File: config.mk
export PLATFORM = sky130hd
export DESIGN_NAME = rename_stage
export DESIGN_NICKNAME = d
export VERILOG_FILES = /design/src/logic/rename_pkg.sv /design/src/logic/free_if.sv /design/src/logic/arch_map.sv /design/src/logic/free_list.sv /design/src/logic/map_table.sv /design/src/logic/rename_stage.sv
export SDC_FILE = /design/constraint.sdc
export NUM_CORES = 2
export LEC_CHECK = 0
export ABC_AREA = 1
export BUFFER_PORTS_ARGS = -buffer_cell sky130_fd_sc_hd__buf_2
export CAP_MARGIN = 20
export CORE_MARGIN = 2
export CORE_UTILIZATION = 50
export DETAILED_ROUTE_END_ITERATION = 7
export PLACE_DENSITY = 0.73
export SYNTH_ARGS = -nofsm -noshare
export SYNTH_HDL_FRONTEND = slang
export SYNTH_SLANG_ARGS = --single-unit
export TNS_END_PERCENT = 30
File: constraint.sdc
create_clock -name clk -period 6.65 [get_ports clk]
set_input_delay 0.9975 -clock clk [delete_from_list [all_inputs] [get_ports clk]]
set_output_delay 0.9975 -clock clk [all_outputs]
set_load 0.05 [all_outputs]
File: src/logic/rename_pkg.sv
// Shared sizes and index types for the register rename stage.
// Every block of the stage refers to these by scoped name, so the register
// counts are set in exactly one spot.
// The stage follows an R10000 style with a separate physical register file.

package rename_pkg;

  // Architectural registers seen by the ISA.
  localparam int NUM_AREG = 32;

  // Physical registers in the shared register file.
  localparam int NUM_PREG = 64;

  // Names not held by the committed map sit in the free list.
  localparam int FREE_DEPTH = NUM_PREG - NUM_AREG;

  // Index widths derived from the counts above.
  localparam int AREG_W = $clog2(NUM_AREG);
  localparam int PREG_W = $clog2(NUM_PREG);

  // Architectural register index, 5 bits.
  typedef logic [AREG_W-1:0] areg_t;

  // Physical register name, 6 bits.
  typedef logic [PREG_W-1:0] preg_t;

  // A whole map, one physical name per architectural register.
  // Entry i is the name that register i currently points at.
  // The retirement map hands one of these to the map table on recovery.
  typedef preg_t [NUM_AREG-1:0] amap_t;

endpackage

File: src/logic/free_if.sv
// Bundle between the free list and the blocks around it.
// The map table pops names through the alloc side, and the retirement map
// pushes old names back through the releaser side.
// A pop happens at the clock edge of a cycle with alloc_en high, and a push
// at the edge of a cycle with release_en high. Both may occur together.
`timescale 1ns/1ps

interface free_if;

  // Allocation side.
  logic              alloc_en;      // Pop the head at the next edge.
  rename_pkg::preg_t alloc_preg;    // Head entry of the list.
  logic              empty;         // No name left to hand out.

  // Release side.
  logic              release_en;    // Push release_preg at the next edge.
  rename_pkg::preg_t release_preg;  // Name freed by a retiring instruction.

  // The free list itself.
  modport list (
    input  alloc_en,
    output alloc_preg,
    output empty,
    input  release_en,
    input  release_preg
  );

  // Map table takes names at dispatch.
  modport alloc (
    output alloc_en,
    input  alloc_preg,
    input  empty
  );

  // Retirement map gives names back.
  modport releaser (
    output release_en,
    output release_preg
  );

endinterface

File: src/logic/arch_map.sv
// Retirement map holding the committed architectural state.
// On retire it records the new name of the retiring destination and frees
// the name it replaces by pushing it onto the free list.
// The whole map is the checkpoint that the map table loads on recovery.
`timescale 1ns/1ps

module arch_map (
  input  logic              clk,
  input  logic              rst,
  input  logic              retire_i,       // One-cycle retire strobe.
  input  rename_pkg::areg_t retire_areg_i,  // Destination of the retiring op.
  input  rename_pkg::preg_t retire_preg_i,  // Name it was renamed to.
  output rename_pkg::amap_t ckpt_o,         // Recovery checkpoint.
  free_if.releaser          free_o
);

  rename_pkg::amap_t arch_q;  // Committed mapping.

  assign ckpt_o = arch_q;

  // The committed name being overwritten has no reader left once the
  // retiring instruction commits, so it goes back to the free list.
  assign free_o.release_en   = retire_i;
  assign free_o.release_preg = arch_q[retire_areg_i];

  always_ff @(posedge clk) begin
    if (rst) begin
      for (int i = 0; i < rename_pkg::NUM_AREG; i++) begin
        arch_q[i] <= rename_pkg::preg_t'(i);  // Identity, as in map_table.
      end
    end else if (retire_i) begin
      arch_q[retire_areg_i] <= retire_preg_i;
    end
  end

endmodule

File: src/logic/free_list.sv
// Circular FIFO of physical register names that are not in use.
// The map table pops the head on dispatch and the retirement map pushes
// old names at the tail on retire.
// Recovery rewinds the head to the tail, which makes the list full again.
// This holds because retirement is in order, so every name popped since the
// last push belongs to a squashed instruction.
`timescale 1ns/1ps

module free_list (
  input  logic   clk,
  input  logic   rst,
  input  logic   recover_i,  // Rewind to full.
  free_if.list   free_o
);

  localparam int PTR_W = $clog2(rename_pkg::FREE_DEPTH);

  // Count reaches FREE_DEPTH, so it is one bit wider than a pointer.
  localparam logic [PTR_W:0] FULL_CNT = (PTR_W + 1)'(rename_pkg::FREE_DEPTH);

  rename_pkg::preg_t fifo_q [rename_pkg::FREE_DEPTH];  // Name storage.
  logic [PTR_W-1:0]  head_q;   // Next name to hand out.
  logic [PTR_W-1:0]  tail_q;   // Next slot to fill.
  logic [PTR_W:0]    count_q;  // Names currently held.

  logic push;
  logic pop;

  // Step a pointer with wrap at the end of the buffer.
  function automatic logic [PTR_W-1:0] next_ptr(input logic [PTR_W-1:0] ptr);
    if (ptr == PTR_W'(rename_pkg::FREE_DEPTH - 1)) begin
      return '0;
    end
    return ptr + 1'b1;
  endfunction

  assign push = free_o.release_en;
  assign pop  = free_o.alloc_en;  // Already gated by empty in map_table.

  assign free_o.empty      = (count_q == '0);
  assign free_o.alloc_preg = fifo_q[head_q];  // Valid while not empty.

  always_ff @(posedge clk) begin
    if (rst) begin
      head_q  <= '0;
      tail_q  <= '0;
      count_q <= FULL_CNT;
      // Names above the architectural range start out free, in order.
      for (int i = 0; i < rename_pkg::FREE_DEPTH; i++) begin
        fifo_q[i] <= rename_pkg::preg_t'(rename_pkg::NUM_AREG + i);
      end
    end else if (recover_i) begin
      head_q  <= tail_q;    // Squashed names come back in their old order.
      count_q <= FULL_CNT;
    end else begin
      if (push) begin
        fifo_q[tail_q] <= free_o.release_preg;
        tail_q         <= next_ptr(tail_q);
      end
      if (pop) begin
        head_q <= next_ptr(head_q);
      end
      // Push and pop together leave the count alone.
      case ({push, pop})
        2'b10:   count_q <= count_q + 1'b1;
        2'b01:   count_q <= count_q - 1'b1;
        default: count_q <= count_q;
      endcase
    end
  end

endmodule

File: src/logic/map_table.sv
// Speculative register map of the rename stage.
// Dispatch reads both operand names with their ready bits and the old
// destination name in the same cycle, then writes the new name at the edge.
// A CDB broadcast sets the ready bit of the entry holding that name.
// Recovery reloads the map from the retirement checkpoint, all entries ready.
`timescale 1ns/1ps

module map_table (
  input  logic              clk,
  input  logic              rst,
  input  logic              dispatch_i,   // One-cycle dispatch strobe.
  input  rename_pkg::areg_t opa_areg_i,   // Source register A.
  input  rename_pkg::areg_t opb_areg_i,   // Source register B.
  input  rename_pkg::areg_t dest_areg_i,  // Destination register.
  input  logic              cdb_en_i,     // CDB broadcast strobe.
  input  rename_pkg::preg_t cdb_preg_i,   // Name being broadcast.
  input  logic              recover_i,    // Restore from the checkpoint.
  input  rename_pkg::amap_t ckpt_i,       // Committed map from arch_map.
  free_if.alloc             free_o,
  output rename_pkg::preg_t opa_preg_o,
  output rename_pkg::preg_t opb_preg_o,
  output rename_pkg::preg_t old_preg_o,   // Previous name of the destination.
  output rename_pkg::preg_t new_preg_o,   // Name allocated to the destination.
  output logic              opa_rdy_o,
  output logic              opb_rdy_o
);

  rename_pkg::amap_t               map_q;  // Current speculative mapping.
  logic [rename_pkg::NUM_AREG-1:0] rdy_q;  // One ready bit per entry.

  logic              dispatch_ok;  // Dispatch accepted this cycle.
  logic              cdb_hit;      // Broadcast name found in the map.
  rename_pkg::areg_t cdb_idx;      // Entry holding the broadcast name.
  logic              opa_bypass;
  logic              opb_bypass;

  // A dispatch needs a free name, and recovery squashes it.
  assign dispatch_ok = dispatch_i && !free_o.empty && !recover_i;
  assign free_o.alloc_en = dispatch_ok;  // Pops the head at the edge.

  // Same-cycle broadcast counts as ready, matched by physical name.
  assign opa_bypass = cdb_en_i && (cdb_preg_i == map_q[opa_areg_i]);
  assign opb_bypass = cdb_en_i && (cdb_preg_i == map_q[opb_areg_i]);

  // Dispatch outputs read zero unless the dispatch is taken.
  always_comb begin
    opa_preg_o = '0;
    opb_preg_o = '0;
    old_preg_o = '0;
    new_preg_o = '0;
    opa_rdy_o  = 1'b0;
    opb_rdy_o  = 1'b0;
    if (dispatch_ok) begin
      opa_preg_o = map_q[opa_areg_i];
      opb_preg_o = map_q[opb_areg_i];
      old_preg_o = map_q[dest_areg_i];   // Goes to the ROB for later release.
      new_preg_o = free_o.alloc_preg;    // Head of the free list.
      opa_rdy_o  = rdy_q[opa_areg_i] || opa_bypass;
      opb_rdy_o  = rdy_q[opb_areg_i] || opb_bypass;
    end
  end

  // Find the entry that holds the broadcast name.
  // At most one entry maps any given physical name.
  always_comb begin
    cdb_hit = 1'b0;
    cdb_idx = '0;
    for (int i = 0; i < rename_pkg::NUM_AREG; i++) begin
      if (!cdb_hit && (map_q[i] == cdb_preg_i)) begin
        cdb_hit = 1'b1;
        cdb_idx = rename_pkg::areg_t'(i);
      end
    end
  end

  always_ff @(posedge clk) begin
    if (rst) begin
      // Identity map, everything ready.
      for (int i = 0; i < rename_pkg::NUM_AREG; i++) begin
        map_q[i] <= rename_pkg::preg_t'(i);
      end
      rdy_q <= '1;
    end else if (recover_i) begin
      map_q <= ckpt_i;  // Committed values are all produced.
      rdy_q <= '1;
    end else begin
      if (cdb_en_i && cdb_hit) begin
        rdy_q[cdb_idx] <= 1'b1;
      end
      // Placed last so a dispatch to the same entry overrides the CDB set.
      if (dispatch_ok) begin
        map_q[dest_areg_i] <= free_o.alloc_preg;
        rdy_q[dest_areg_i] <= 1'b0;  // Waits for its producer.
      end
    end
  end

endmodule

File: src/logic/rename_stage.sv
// Top level of the register rename stage.
// Connects the speculative map table, the free list and the retirement map.
// Decode, the CDB, the ROB and the recovery source sit outside and drive the
// plain strobes and indices below.
// stall_o is high while no physical register is free. Dispatch is then ignored.
`timescale 1ns/1ps

module rename_stage (
  input  logic              clk,
  input  logic              rst,
  // Dispatch from decode.
  input  logic              dispatch_i,
  input  rename_pkg::areg_t opa_areg_i,
  input  rename_pkg::areg_t opb_areg_i,
  input  rename_pkg::areg_t dest_areg_i,
  // Result broadcast.
  input  logic              cdb_en_i,
  input  rename_pkg::preg_t cdb_preg_i,
  // Retire from the ROB.
  input  logic              retire_i,
  input  rename_pkg::areg_t retire_areg_i,
  input  rename_pkg::preg_t retire_preg_i,
  // Mispredict recovery.
  input  logic              recover_i,
  // Back to decode.
  output logic              stall_o,
  // To the reservation stations and the ROB.
  output rename_pkg::preg_t new_preg_o,
  output rename_pkg::preg_t opa_preg_o,
  output rename_pkg::preg_t opb_preg_o,
  output logic              opa_rdy_o,
  output logic              opb_rdy_o,
  output rename_pkg::preg_t old_preg_o
);

  free_if            free_bus ();  // Free list traffic.
  rename_pkg::amap_t ckpt;         // Committed map for recovery.

  assign stall_o = free_bus.empty;

  map_table u_map_table (
    .clk         (clk),
    .rst         (rst),
    .dispatch_i  (dispatch_i),
    .opa_areg_i  (opa_areg_i),
    .opb_areg_i  (opb_areg_i),
    .dest_areg_i (dest_areg_i),
    .cdb_en_i    (cdb_en_i),
    .cdb_preg_i  (cdb_preg_i),
    .recover_i   (recover_i),
    .ckpt_i      (ckpt),
    .free_o      (free_bus.alloc),
    .opa_preg_o  (opa_preg_o),
    .opb_preg_o  (opb_preg_o),
    .old_preg_o  (old_preg_o),
    .new_preg_o  (new_preg_o),
    .opa_rdy_o   (opa_rdy_o),
    .opb_rdy_o   (opb_rdy_o)
  );

  free_list u_free_list (
    .clk       (clk),
    .rst       (rst),
    .recover_i (recover_i),
    .free_o    (free_bus.list)
  );

  arch_map u_arch_map (
    .clk           (clk),
    .rst           (rst),
    .retire_i      (retire_i),
    .retire_areg_i (retire_areg_i),
    .retire_preg_i (retire_preg_i),
    .ckpt_o        (ckpt),
    .free_o        (free_bus.releaser)
  );

endmodule
==> impl_metrics.py <==
metrics = {
    "outcome": {
        "status": "finished, violations left",
        "violations": "design-rule violations",
    },
    "worst_setup_path": {
        "required_ns": 5.65,
        "worstPathMaxFanout": 119,
        "r2r_end": "u_map_table.rdy_q[0]$_SDFF_PP1_",
        "critPathCaptureType": "primary output",
        "r2r_cells": 26,
        "worstPathArrival_ns": 4.03,
        "crit_start": "opa_areg_i[0]",
        "crit_path_end": "opa_rdy_o",
        "start_kind": "input port",
        "ff2ff_setup_slack_ns": 2.68,
        "r2r-start": "u_map_table.map_q[5]$_SDFFE_PP0P_",
        "worstSetupPathType": "input port to primary output",
    },
    "finish": {
        "drive_gt1_share_pct": 6.10,
        "layout_commonest_cell": "nand2_1",
        "fin_nets": 4934,
        "nFillCells": 6672,
        "final_cell_mix": "nand2_1 (908), nor2_1 (679), o21ai_0 (508)",
        "area_growth_pct": 9.32,
    },
    "clock_network": {
        "cts_setup_buffers": 0,
        "numCtsBuffers": 70,
        "cts_tree": "yes",
        "path_clk_slew_ns": 0.06,
        "h-tree-depth": 3,
        "clk_path_buf_depth": 3,
        "clk_latency_ns": 0.66,
        "post_cts_resized": 0,
        "clock-sinks": 629,
        "root_buffer": "clkbuf_16",
        "cts_hold_buf": 0,
    },
    "floorplanning": {
        "initial_core_util_pct": 50.7,
        "die_width_um": 271,
        "die-area_um2": 73500,
        "coreArea_um2": 70400,
        "rows": 97,
        "ios": 65,
        "fp.dieH_um": 271,
    },
    "sta": {
        "finalSetupTns_ns": 0,
        "fmaxAchievable_ghz": 0.199,
        "hold_violations": 0,
        "report.final.slew_viol_count": 0,
        "setup_viol": 0,
        "fin_crit_sh_pct": 75.6,
        "timing.final.crit_period_ns": 5.03,
        "holdWs_ns": 0.493,
        "fin_skew_ns": 0.0447,
        "rsz0062_at_grt": "false",
        "slew_headroom_pct": 27.1,
        "tightest_slew_ns": 1.08,
    },
    "yosys": {
        "synth_cell_types": 62,
        "synth.net_count": 5043,
        "synth_edf_count": 192,
        "yosys_warnings": 0,
        "ys_seq_elements": 629,
        "netlist_instances": 4992,
        "synth_flop_cell": "dfxtp_1",
        "yosysSeqAreaShare_pct": 40.7,
        "synthesis.area_um2": 35700,
        "async_reset_ff_share_pct": 0,
        "synth_area_per_cell_um2": 7.15,
    },
    "routing": {
        "num_vias": 37794,
        "route.detailed.drc": 42,
        "wl_mm": 154,
        "vias_per_cell": 6.43,
        "post_drt_wl_per_cell_um": 26.2,
        "firstDrtPassIters": 8,
        "dr.first_iter.drc_count": 6407,
        "ant_nets": 0,
    },
    "global_routing": {
        "grt.total_usage_pct": 40.3,
        "grt_pass1_vias": 33571,
        "grt-ovfl-total": 0,
        "grt_pass1_wl_mm": 223,
        "grt_max_degree": 120,
        "antenna_found_initial": 8,
    },
    "hold_path": {
        "hp-class": "flip-flop to flip-flop",
    },
    "placed_design": {
        "port_buffers": 64,
        "hpwl_mm": 111,
        "gp_congestion": 1.09,
    },
    "power": {
        "leakage_nw": 14.7,
        "cellPowerDensity_nw_per_um2": 241,
        "vdd_ir_drop_max_mv": 0.236,
    },
    "run": {
        "maxCapViolCount": 0,
    },
}
==> metal layers <==
metal | share of wire, % | GRT usage, % | vias to the layer above
li1 | - | - | 16943
met5 | 0.072 | 0 | -
met3 | 15 | 12.4 | 483
met4 | 5.8 | 20.2 | 14
met1 | 39 | 55.4 | 17452
met2 | 41 | 57.2 | 2902
==> flip-flops by register name, summed over array words and instances, names as in the netlist, named ones only <==
| register | flops |
|---|---|
| u_free_list.fifo_q | 192 |
| u_free_list.tail_q | 5 |
| u_free_list.count_q | 6 |
| u_map_table.rdy_q | 32 |
| u_free_list.head_q | 5 |
| u_map_table.map_q | 192 |
| u_arch_map.ckpt_o | 192 |
==> worst max-delay path, cell delays in order <==
cell       delay, ns
buf_2           0.10
clkinv_2        0.34
buf_12          0.39
o21ai_0         0.22
a21oi_1         0.06
o21ai_0         0.30
a31oi_1         0.22
a32o_1          0.30
a2111oi_0       0.45
a31oi_1         0.18
nor2_1          0.14
buf_2           0.28
==> layout make-up <==
class / count / area (um^2) / share of cell area, %
multi-input cells: 3566 / 18200 / 46.5
flip-flops and latches: 629 / 14500 / 37.2
clock buffers: 95 / 1940 / 4.96
inverters: 468 / 1780 / 4.57
well taps: 940 / 1180 / 3.01
repair buffers: 148 / 1010 / 2.60
clock inverters: 32 / 429 / 1.10
diodes: 1 / 2.50 / 0.00641
==> synthesized netlist by cell type (33+ instances only) <==
library cell	number	share of area [%]
o22ai_1	76	1.3
nor4_1	33	0.58
mux2i_1	48	1.3
nand3_1	216	3.0
o21ai_0	508	7.1
xnor2_1	33	0.81
a22oi_1	79	1.7
a21oi_1	397	5.6
o211ai_1	142	3.0
o221ai_1	66	1.6
clkbuf_1	281	3.0
xor2_1	49	1.2
nor3_1	45	0.63
inv_1	450	4.7
dfxtp_1	437	25
edfxtp_1	192	16
nor2_1	684	7.2
nand2_1	908	9.5
a31oi_1	120	2.1
==> logic make-up after synthesis <==
| group | after synthesis | share of synthesized area, % |
|---|---|---|
| buffers and inverters | 797 | 8.64 |
| XOR/XNOR | 82 | 2.01 |
| adder cells (fa/ha/maj) | 13 | 0.477 |
| multiplexers | 48 | 1.35 |
| AND/OR/NAND/NOR | 1950 | 22.5 |
| flip-flops | 629 | 40.7 |
| AO/OA/AOI/OAI | 1473 | 24.4 |
==> how the worst min path moves through the flow <==
stage / from / endpoint / slack, ns / cells after the start
after detailed placement: u_arch_map.ckpt_o[91]$_SDFFE_PP1P_ / u_arch_map.ckpt_o[91]$_SDFFE_PP1P_ / 0.48 / 2
after CTS: u_arch_map.ckpt_o[91]$_SDFFE_PP1P_ / u_arch_map.ckpt_o[91]$_SDFFE_PP1P_ / 0.49 / 2
after floorplan: u_arch_map.ckpt_o[131]$_SDFFE_PP0P_ / u_arch_map.ckpt_o[131]$_SDFFE_PP0P_ / 0.44 / 2
after global routing: u_arch_map.ckpt_o[91]$_SDFFE_PP1P_ / u_arch_map.ckpt_o[91]$_SDFFE_PP1P_ / 0.51 / 2
after global placement: u_arch_map.ckpt_o[91]$_SDFFE_PP1P_ / u_arch_map.ckpt_o[91]$_SDFFE_PP1P_ / 0.46 / 2
final: u_arch_map.ckpt_o[91]$_SDFFE_PP1P_ / u_arch_map.ckpt_o[91]$_SDFFE_PP1P_ / 0.49 / 2
==> through the flow <==
stage / utilization [%] / worst slack (ns) / area (um^2) / std cells / total power [W]
2_1_floorplan: - / 2.17 / 35700 / 4992 / 0.00496
3_3_place_gp: 52.0 / 1.47 / 36600 / 5750 / 0.00541
3_5_place_dp: 52.0 / 1.42 / 36600 / 5750 / 0.00542
4_1_cts: 55.4 / 1.64 / 39000 / 5877 / 0.00936
5_1_grt: 55.4 / 1.40 / 39000 / 5879 / 0.00963
6_report: 55.4 / 1.62 / 39000 / 5879 / 0.00942
==> where the power goes <==
| part | switching (W) | internal, W |
|---|---|---|
| clock | 0.00174 | 0.00228 |
| combinational | 0.000949 | 0.000327 |
| sequential | 0.000105 | 0.00402 |
Power figures use the tool's default switching activity.
